File: config.mk
export PLATFORM = sky130hd
export DESIGN_NAME = pe_mac_top
export DESIGN_NICKNAME = d
export VERILOG_FILES = /design/src/pe_mac_pkg.sv /design/src/stage_reg.sv /design/src/sparse_gather.sv /design/src/mac_lane.sv /design/src/pe_mac_top.sv
export SDC_FILE = /design/constraint.sdc
export NUM_CORES = 2
export LEC_CHECK = 0
export BUFFER_PORTS_ARGS = -buffer_cell sky130_fd_sc_hd__buf_2
export CORE_ASPECT_RATIO = 0.9
export CORE_MARGIN = 5
export CORE_UTILIZATION = 50
export CTS_CLUSTER_SIZE = 12
export DETAILED_ROUTE_END_ITERATION = 10
export GPL_TIMING_DRIVEN = 1
export PLACE_DENSITY = 0.83
export SYNTH_ARGS = -nofsm -noshare
export SYNTH_HDL_FRONTEND = slang
export SYNTH_SLANG_ARGS = --single-unit
File: constraint.sdc
create_clock -name i_clk -period 7 [get_ports i_clk]
set_input_delay 1.05 -clock i_clk [delete_from_list [all_inputs] [get_ports i_clk]]
set_output_delay 1.05 -clock i_clk [all_outputs]
set_load 0.02 [all_outputs]
File: src/pe_mac_pkg.sv
package pe_mac_pkg;

    //////////////////////////////////////////////////
    // array geometry
    //////////////////////////////////////////////////

    // parallel multiply lanes per element
    localparam int LANES = 8;

    // weight and activation width
    localparam int DATA_W = 8;

    // sparse index width, enough to address every lane
    localparam int IDX_W = 3;

    // full product of two operands
    localparam int PROD_W = 2 * DATA_W;

    // accumulator width
    localparam int ACC_W = 16;

    //////////////////////////////////////////////////
    // saturation limits
    //////////////////////////////////////////////////

    // largest positive accumulator value
    localparam logic signed [ACC_W-1:0] ACC_MAX = {1'b0, {(ACC_W - 1){1'b1}}};

    // most negative accumulator value
    localparam logic signed [ACC_W-1:0] ACC_MIN = {1'b1, {(ACC_W - 1){1'b0}}};

    //////////////////////////////////////////////////
    // payload types
    //////////////////////////////////////////////////

    // single signed activation
    typedef logic signed [DATA_W-1:0] act_t;

    // single signed accumulator value
    typedef logic signed [ACC_W-1:0] acc_t;

    // one lane of a compressed weight vector
    // weight sits above its index, as on the wire
    typedef struct packed {
        act_t             weight;
        logic [IDX_W-1:0] idx;
    } weight_entry_t;

    // entry 0 in the low bits
    typedef weight_entry_t [LANES-1:0] weight_vec_t;

    // activation 0 in the low bits
    typedef act_t [LANES-1:0] act_vec_t;

    // one accumulator per lane
    typedef acc_t [LANES-1:0] acc_vec_t;

    //////////////////////////////////////////////////
    // control
    //////////////////////////////////////////////////

    // level inputs, sampled every cycle
    // low enable behaves like a held clear
    typedef struct packed {
        logic en;
        logic clear;
    } mac_ctrl_t;

endpackage

File: src/stage_reg.sv
`timescale 1ns/1ns

module stage_reg
    import pe_mac_pkg::*;
#(
    // payload carried by this stage
    parameter type T = act_vec_t
) (
    input  logic i_clk,
    input  logic i_rst_n,
    input  T     i_data,
    input  logic i_vld,
    output T     o_data,
    output logic o_vld
);

    //////////////////////////////////////////////////
    // held payload
    //////////////////////////////////////////////////

    T     data_q;
    logic vld_q;

    // load only on the strobe
    // payload stays put until the next one
    always_ff @(posedge i_clk or negedge i_rst_n) begin
        if (!i_rst_n) begin
            data_q <= '0;
        end else if (i_vld) begin
            data_q <= i_data;
        end
    end

    //////////////////////////////////////////////////
    // delayed strobe
    //////////////////////////////////////////////////

    // one cycle behind the input strobe
    // lines up with the payload it announces
    always_ff @(posedge i_clk or negedge i_rst_n) begin
        if (!i_rst_n) begin
            vld_q <= 1'b0;
        end else begin
            vld_q <= i_vld;
        end
    end

    // to the neighbor and to the local datapath
    assign o_data = data_q;
    assign o_vld  = vld_q;

endmodule

File: src/sparse_gather.sv
`timescale 1ns/1ns

module sparse_gather
    import pe_mac_pkg::*;
(
    input  act_vec_t    i_act,
    input  weight_vec_t i_weights,
    output act_vec_t    o_operand
);

    //////////////////////////////////////////////////
    // per-lane index mux
    //////////////////////////////////////////////////

    // index 0 picks the top activation
    // index LANES-1 picks activation 0
    for (genvar g = 0; g < LANES; g++) begin : g_lane

        weight_entry_t    entry;
        logic [LANES-1:0] hit;
        act_t             sel;

        assign entry = i_weights[g];

        // one-hot decode of the stored index
        // bit j set when this lane wants activation j
        always_comb begin
            for (int j = 0; j < LANES; j++) begin
                hit[j] = (entry.idx == IDX_W'(LANES - 1 - j));
            end
        end

        // and-or select over the held vector
        // exactly one hit since the index covers all lanes
        always_comb begin
            sel = '0;
            for (int j = 0; j < LANES; j++) begin
                sel = sel | (i_act[j] & {DATA_W{hit[j]}});
            end
        end

        // operand for lane g
        assign o_operand[g] = sel;

    end

endmodule

File: src/mac_lane.sv
`timescale 1ns/1ns

module mac_lane
    import pe_mac_pkg::*;
(
    input  logic i_clk,
    input  logic i_rst_n,
    input  act_t i_weight,
    input  act_t i_operand,
    input  logic i_acc_vld,
    input  logic i_clear,
    output acc_t o_acc
);

    //////////////////////////////////////////////////
    // multiply
    //////////////////////////////////////////////////

    logic signed [PROD_W-1:0] prod;
    acc_t                     prod_ext;
    acc_t                     sum;
    acc_t                     sat_sum;
    acc_t                     acc_q;
    logic                     acc_sign;
    logic                     prod_sign;
    logic                     sum_sign;
    logic                     ovf;

    // both operands signed, full width product
    assign prod = i_weight * i_operand;

    // fit the product to the accumulator, sign kept
    assign prod_ext = ACC_W'(prod);

    //////////////////////////////////////////////////
    // saturating add
    //////////////////////////////////////////////////

    // wrapping sum, fixed up below
    assign sum = acc_q + prod_ext;

    assign acc_sign  = acc_q[ACC_W-1];
    assign prod_sign = prod_ext[ACC_W-1];
    assign sum_sign  = sum[ACC_W-1];

    // overflow only when both addends share a sign
    // and the sum comes out with the other one
    assign ovf = (acc_sign == prod_sign) && (sum_sign != acc_sign);

    // clamp toward the side the addends were on
    always_comb begin
        if (!ovf) begin
            sat_sum = sum;
        end else if (acc_sign) begin
            sat_sum = ACC_MIN;
        end else begin
            sat_sum = ACC_MAX;
        end
    end

    //////////////////////////////////////////////////
    // accumulator
    //////////////////////////////////////////////////

    // clear wins over an accumulate in the same cycle
    // otherwise load on the registered weight strobe, else hold
    always_ff @(posedge i_clk or negedge i_rst_n) begin
        if (!i_rst_n) begin
            acc_q <= '0;
        end else if (i_clear) begin
            acc_q <= '0;
        end else if (i_acc_vld) begin
            acc_q <= sat_sum;
        end
    end

    // running total
    assign o_acc = acc_q;

endmodule

File: src/pe_mac_top.sv
`timescale 1ns/1ns

module pe_mac_top
    import pe_mac_pkg::*;
(
    input  logic        i_clk,
    input  logic        i_rst_n,
    // weight strobe side
    input  weight_vec_t i_wdata,
    input  logic        i_wdata_vld,
    // activation strobe side
    input  act_vec_t    i_mdata,
    input  logic        i_mdata_vld,
    // level control
    input  mac_ctrl_t   i_ctrl,
    // forwarded to the next element
    output weight_vec_t o_wdata,
    output logic        o_wdata_vld,
    output act_vec_t    o_mdata,
    output logic        o_mdata_vld,
    // per-lane accumulators
    output acc_vec_t    o_acc
);

    //////////////////////////////////////////////////
    // operand stages
    //////////////////////////////////////////////////

    weight_vec_t held_w;
    act_vec_t    held_act;
    act_vec_t    operand;
    logic        w_vld_q;
    logic        mac_clear;

    // weights, the registered strobe also drives accumulation
    stage_reg #(
        .T(weight_vec_t)
    ) u_wstage (
        .i_clk   (i_clk),
        .i_rst_n (i_rst_n),
        .i_data  (i_wdata),
        .i_vld   (i_wdata_vld),
        .o_data  (held_w),
        .o_vld   (w_vld_q)
    );

    // activations
    stage_reg #(
        .T(act_vec_t)
    ) u_mstage (
        .i_clk   (i_clk),
        .i_rst_n (i_rst_n),
        .i_data  (i_mdata),
        .i_vld   (i_mdata_vld),
        .o_data  (held_act),
        .o_vld   (o_mdata_vld)
    );

    // forward held payloads unchanged
    assign o_wdata     = held_w;
    assign o_wdata_vld = w_vld_q;
    assign o_mdata     = held_act;

    //////////////////////////////////////////////////
    // sparse operand select
    //////////////////////////////////////////////////

    // each lane's index picks from the held activations
    sparse_gather u_gather (
        .i_act     (held_act),
        .i_weights (held_w),
        .o_operand (operand)
    );

    //////////////////////////////////////////////////
    // lanes
    //////////////////////////////////////////////////

    // explicit clear or a dropped enable
    assign mac_clear = i_ctrl.clear | ~i_ctrl.en;

    for (genvar g = 0; g < LANES; g++) begin : g_mac

        // weight g against its gathered activation
        mac_lane u_lane (
            .i_clk     (i_clk),
            .i_rst_n   (i_rst_n),
            .i_weight  (held_w[g].weight),
            .i_operand (operand[g]),
            .i_acc_vld (w_vld_q),
            .i_clear   (mac_clear),
            .o_acc     (o_acc[g])
        );

    end

endmodule

=== After elaboration in Yosys (flattened, before gate mapping) ===
Index checks and enable logic that the tools add are counted.
W data, S select, Z words.

* Register bits after elaboration: 282
* Bits of input ports: 158
* Output and inout bits: 282

* Muxes and demuxes: 32
* Reductions and logical operators: 17
* Equality and inequality tests: 72
* Multipliers: 8
* Add/subtract/negate cells: 8
* Bitwise gates (word level): 122

{| class="wikitable"
|+ Operators with widths
! kind !! count
|-
| $and A8 B8 Y8 || 64
|-
| $mux W16 || 32
|-
| $or A8 B8 Y8 || 56
|-
| $add A16 B16 Y16 || 8
|-
| $mul A8 B8 Y16 || 8
|-
| $eq A3 B3 Y1 const B || 32
|-
| $eq A3 B2 Y1 const B || 16
|-
| $eq A3 B1 Y1 const B || 8
|-
| $logic_not A3 Y1 || 8
|-
| $eq A1 B1 Y1 || 8
|-
| $logic_and A1 B1 Y1 || 8
|-
| $ne A1 B1 Y1 || 8
|-
| $reduce_bool A2 Y1 || 1
|-
| $not A1 Y1 || 1
|-
| $or A1 B1 Y1 || 1
|}

=== Longest topological paths before layout ===
* Depth after elaboration: 16
* Depth in mapped cells: 34
* Gate-level depth less buffers: 32

=== By module ===
From an unflattened synthesis, not the netlist that was laid out.

* Cells, all modules: 4134
* Area total of the unflattened synthesis: 41691.2 sq um

{| class="wikitable"
|+ Modules (own cells, without submodules)
! module !! sequential area each (sq um) !! area an instance (sq um) !! instances !! cells an instance
|-
| mac_lane at g_mac[3].u_lane ... || 400.4 || 3978.8 || 2 || 451
|-
| mac_lane at g_mac[0].u_lane ... || 400.4 || 3897.5 || 2 || 453
|-
| sparse_gather || 0.0 || 4317.9 || 1 || 232
|-
| mac_lane at g_mac[2].u_lane || 400.4 || 3931.3 || 1 || 459
|-
| mac_lane at g_mac[5].u_lane || 400.4 || 3883.7 || 1 || 439
|-
| mac_lane at g_mac[6].u_lane || 400.4 || 3877.5 || 1 || 432
|-
| mac_lane at g_mac[7].u_lane || 400.4 || 3849.9 || 1 || 440
|-
| stage_reg at u_wstage || 2227.1 || 3368.2 || 1 || 187
|-
| stage_reg at u_mstage || 1626.6 || 2703.8 || 1 || 136
|-
| pe_mac_top || 0.0 || 6.3 || 1 || 1
|}

=== Least setup slack after synthesis ===
OpenSTA, ideal clock, no wires.

* Path type: reg-to-reg
* Start point: register u_wstage.data_q (netlist bit u_wstage.o_data[57])
* End point: register g_mac[5].u_lane.acc_q[11]
* Stages on the path, launching flop included: 31
* Data arrival time: 7457 ps
* Buffers on the path: 2
* Path slack: -539 ps
* Period minus slack after synthesis: 7539 ps
* Cell sequence: dfrtp_1 > buf_2 > mux2i_1 > o22ai_1 > a2111oi_0 > nor2b_1 > fa_1 > inv_1 > fa_1 > inv_1 > fa_1 > inv_1 > fa_1 > inv_1 > ha_1 > a21oi_1 > o21bai_1 > a21oi_1 > o21bai_1 > a21oi_1 > xnor2_1 > ha_1 > nor2_1 > o221ai_1 > or2_2 > o311a_1 > a31oi_1 > xnor2_1 > nand2_1 > buf_2 > a31oi_1

* Word-level cells in the longest chain between the ends: 16
* Elaborated cells between the ends (all ways): 31

{| class="wikitable"
|+ RTL lines
! element !! line !! source
|-
| start, declared || stage_reg.sv:21 || <nowiki>T data_q;</nowiki>
|-
| start signal, assigned || stage_reg.sv:30 || <nowiki>data_q <= i_data;</nowiki>
|-
| $eq A3 B3 Y1 || sparse_gather.sv:29 || <nowiki>hit[j] = (entry.idx == IDX_W'(LANES - 1 - j));</nowiki>
|-
| $and A8 B8 Y8 || sparse_gather.sv:38 || <nowiki>sel = sel | (i_act[j] & {DATA_W{hit[j]}});</nowiki>
|-
| $or A8 B8 Y8 (6 in a row) || sparse_gather.sv:38 ||
|-
| $or A8 B8 Y8 (*) || sparse_gather.sv:38 ||
|-
| $mul A8 B8 Y16 (*) || mac_lane.sv:30 || <nowiki>assign prod = i_weight * i_operand;</nowiki>
|-
| $add A16 B16 Y16 || mac_lane.sv:40 || <nowiki>assign sum = acc_q + prod_ext;</nowiki>
|-
| $ne A1 B1 Y1 || mac_lane.sv:48 || <nowiki>assign ovf = (acc_sign == prod_sign) && (sum_sign != acc_sign);</nowiki>
|-
| $logic_and A1 B1 Y1 || mac_lane.sv:48 ||
|-
| $mux W16 (*) || mac_lane.sv:52 || <nowiki>if (!ovf) begin</nowiki>
|-
| $mux W16 (*) || mac_lane.sv:72 || <nowiki>end else if (i_acc_vld) begin</nowiki>
|-
| $mux W16 (*) || mac_lane.sv:70 || <nowiki>end else if (i_clear) begin</nowiki>
|-
| end signal, assigned || mac_lane.sv:73 || <nowiki>acc_q <= sat_sum;</nowiki>
|-
| end, declared || mac_lane.sv:23 || <nowiki>acc_t acc_q;</nowiki>
|}

Every way passes the cells marked *; elsewhere a longest branch is shown, timed or not. The select of a mux whose other input is x is not followed.
A chain may end at the register's enable or synchronous reset.

=== Worst setup path in the final report ===
* Start point: register u_mstage.data_q (netlist bit u_mstage.o_data[8])
* End point: register g_mac[5].u_lane.acc_q[5]

* Word-level cells in the longest chain between the ends: 15
* Elaborated cells between the ends (all ways): 16

{| class="wikitable"
|+ RTL lines
! element !! line
|-
| start, declared || stage_reg.sv:21
|-
| start signal, assigned || stage_reg.sv:30
|-
| $and A8 B8 Y8 (*) || sparse_gather.sv:38
|-
| $or A8 B8 Y8 (*) (7 in a row) || sparse_gather.sv:38
|-
| $mul A8 B8 Y16 (*) || mac_lane.sv:30
|-
| $add A16 B16 Y16 || mac_lane.sv:40
|-
| $ne A1 B1 Y1 || mac_lane.sv:48
|-
| $logic_and A1 B1 Y1 || mac_lane.sv:48
|-
| $mux W16 (*) || mac_lane.sv:52
|-
| $mux W16 (*) || mac_lane.sv:72
|-
| $mux W16 (*) || mac_lane.sv:70
|}

Marked as above.

==> qor.csv <==
metric,value,unit
status,"complete, but fails checks",
violations,setup timing,
finalCriticalPeriod,7008,ps
rrSetupSlack,-8,ps
crit_slowest_cell,fa_1,
grt_use_total,0.3045,
coreArea,80890,um^2
worstPathRequired,7510,ps
hold_buffers,0,
slowest_delay,510,ps
cts_buffer_depth,3,
grt_setup_unrepaired,yes,
hp-class,in -> async,
synth-seq-area-share,0.1734,
initial_core_util,0.5031,
cts_max_level,2,
start_kind,flip-flop,
io_pins,440,
cts.sinks,282,
slew_headroom,0.3305,
yosysUniqueCellTypes,91,
cts_tree,done,
crit_path_end,g_mac[5].u_lane.o_acc[5],
rows,99,
die_h,280.6,um
vias_per_cell,5.892,
timing.final.crit_share,1.001,
fin_skew,25.88,ps
grt_max_degree,147,
grt_pass1_wl,210100,um
fmax,142.7,MHz
finalMaxSlewViolations,0,
syn_nets,5363,
final_common_cell,inv_1,
worst_slack,-7.951,ps
r2r_end,g_mac[5].u_lane.o_acc[5],
synth_edf_count,0,
drive_gt1_frac,0.2935,
dieArea,87200,um^2
reg2regPathDepth,30,
cts_buffers,38,
io_buffers,439,
synth_area,40690,um^2
crit_path_end_kind,flip-flop,
final-hold-violation-count,0,
ys.flop_type,dfrtp_1,
wl_per_cell,22.47,um
antenna_found_initial,16,
layout_common_cells,"697 x inv_1, 447 x fa_1, 439 x buf_2",
clk_pin_slew_worst_paths,60,ps
grt_pass1_vias,37436,
synthArstFlopShare,1.000,
dp.final_hpwl,106700,um
gp_congestion,1.004,
path_max_fanout,7,
die_w,310.7,um
firstDrtPassIters,6,
crit_start,u_mstage.o_data[8],
synth_area_per_cell,9.238,um^2
cp.arrival,7510,ps
critPathKind,reg -> reg,
syn_inst,4405,
tightest_slew,1004,ps
nNetsFinal,6183,
grt-ovfl-total,0,
r2r-start,u_mstage.o_data[8],
drv_cap,0,
yosysWarnings,0,
critical_path.most_common_cell,buf_4,
wl,142100,um
cts-root-buf,clkbuf_16,
area_delta_synth_final,23.91,%
clk_latency,600,ps
setup_viol,5,
postLayoutCoreUtil,0.6234,
drt_iter0_drc,3370,
drc,0,
synth_seq_cells,282,
ant_nets,0,
dr_total_vias,37264,
sequential cells by signal (all words and copies together), names as in the netlist:
signal	count
u_wstage.o_vld	1
u_mstage.o_data	64
u_wstage.o_data	88
u_mstage.o_vld	1
g_mac.u_lane.o_acc	128
critical path, delay by kind of cell (launching register included):
family	cells	cell delay, ps
AOI/OAI and AO/OA	8	1600
xor gates and xnor gates	2	270
adders and majority gates	6	2420
buffers and inverters	8	1060
DFF	1	480
muxes	1	180
and+or+nand+nor	5	920
synthesized netlist by cell type, types with 13 or more instances:
library cell / count / share of area
inv_1: 703 / 0.065
fa_1: 456 / 0.22
ha_1: 344 / 0.11
nand2_1: 290 / 0.027
dfrtp_1: 282 / 0.17
nor2b_1: 267 / 0.041
a21oi_1: 209 / 0.026
nor2_1: 198 / 0.018
mux2_2: 180 / 0.050
xnor2_1: 170 / 0.037
o21ai_0: 159 / 0.020
and2_1: 126 / 0.019
clkbuf_1: 106 / 0.0098
mux2i_1: 67 / 0.016
nand2b_1: 62 / 0.0095
nor3_1: 58 / 0.0071
nand3_1: 46 / 0.0057
xor2_1: 46 / 0.0099
a31oi_1: 43 / 0.0066
mux4_2: 42 / 0.023
a21o_1: 41 / 0.0076
a221oi_1: 35 / 0.0075
buf_1: 31 / 0.0029
o21bai_1: 31 / 0.0057
a221o_1: 29 / 0.0071
a22oi_1: 29 / 0.0054
o21a_1: 29 / 0.0054
or3_1: 27 / 0.0042
a211oi_1: 26 / 0.0048
o211ai_1: 21 / 0.0039
and3_1: 20 / 0.0031
a22o_1: 18 / 0.0039
or2_2: 16 / 0.0025
o311ai_0: 13 / 0.0028
worst min path at each step:
stage	endpoint	slack [ps]	cells past startpoint	start
3_3_place_gp	g_mac[6].u_lane.o_acc[4]	500	2	g_mac[6].u_lane.o_acc[4]
6_report	g_mac[0].u_lane.o_acc[11]	460	1	i_rst_n
4_1_cts	g_mac[0].u_lane.o_acc[11]	460	1	i_rst_n
5_1_grt	g_mac[0].u_lane.o_acc[11]	500	1	i_rst_n
2_1_floorplan	g_mac[4].u_lane.o_acc[0]	610	2	g_mac[4].u_lane.o_acc[0]
3_5_place_dp	g_mac[6].u_lane.o_acc[4]	510	2	g_mac[6].u_lane.o_acc[4]
kinds of logic after synthesis:
logic type	Yosys count	synth area share
muxes	289	0.08954
adders and majority gates	800	0.3301
AOI/OAI and AO/OA	800	0.1329
buffers and inverters	859	0.08004
DFF	282	0.1734
xor gates and xnor gates	217	0.04689
and+or+nand+nor	1158	0.1471
cell type report:
cell class              instances  area [um^2]
diodes                         14        35.03
clock buffers                  49         1074
clock inverters                16        217.7
fillers                      6411        30470
inverters                     703         2641
multi-input cells            3269        31590
flip-flops and latches        282         7138
well taps                    1060         1326
repair buffers                931         6402
metal layers:
layer | GRT usage | wire length, um | vias to the layer above
li1 | - | - | 16414
met1 | 0.3937 | 54850 | 18404
met2 | 0.4873 | 63620 | 1972
met3 | 0.08707 | 16160 | 470
met4 | 0.1227 | 7431 | 4
met5 | 0 | 27 | -
timing repair:
item | in CTS | in global routing
hold endpoints to repair | 0 | 0
setup endpoints to repair | 79 | 126
pin swaps | 8 | 109
setup buffers | 7 | 111
gates resized for setup | 46 | 321
gates cloned | 1 | 12
through the flow:
step / instance area, um^2 / setup TNS [ps] / std cells / setup slack, ps / hold slack [ps]
floorplan: 40800 / 0 / 4405 / 1.721 / 612.6
global placement: 46680 / -38.83 / 6114 / -6.481 / 495.3
detailed placement: 46680 / -7332 / 6114 / -213.7 / 510.8
CTS: 48130 / 0 / 6187 / 1.955 / 460.5
global route: 50410 / -10700 / 6318 / -231.3 / 497.3
finish: 50420 / -25.81 / 6324 / -7.951 / 458.0
Power is not shown: default switching activity piles up to over one toggle a cycle in this logic, so the estimate is an artifact.
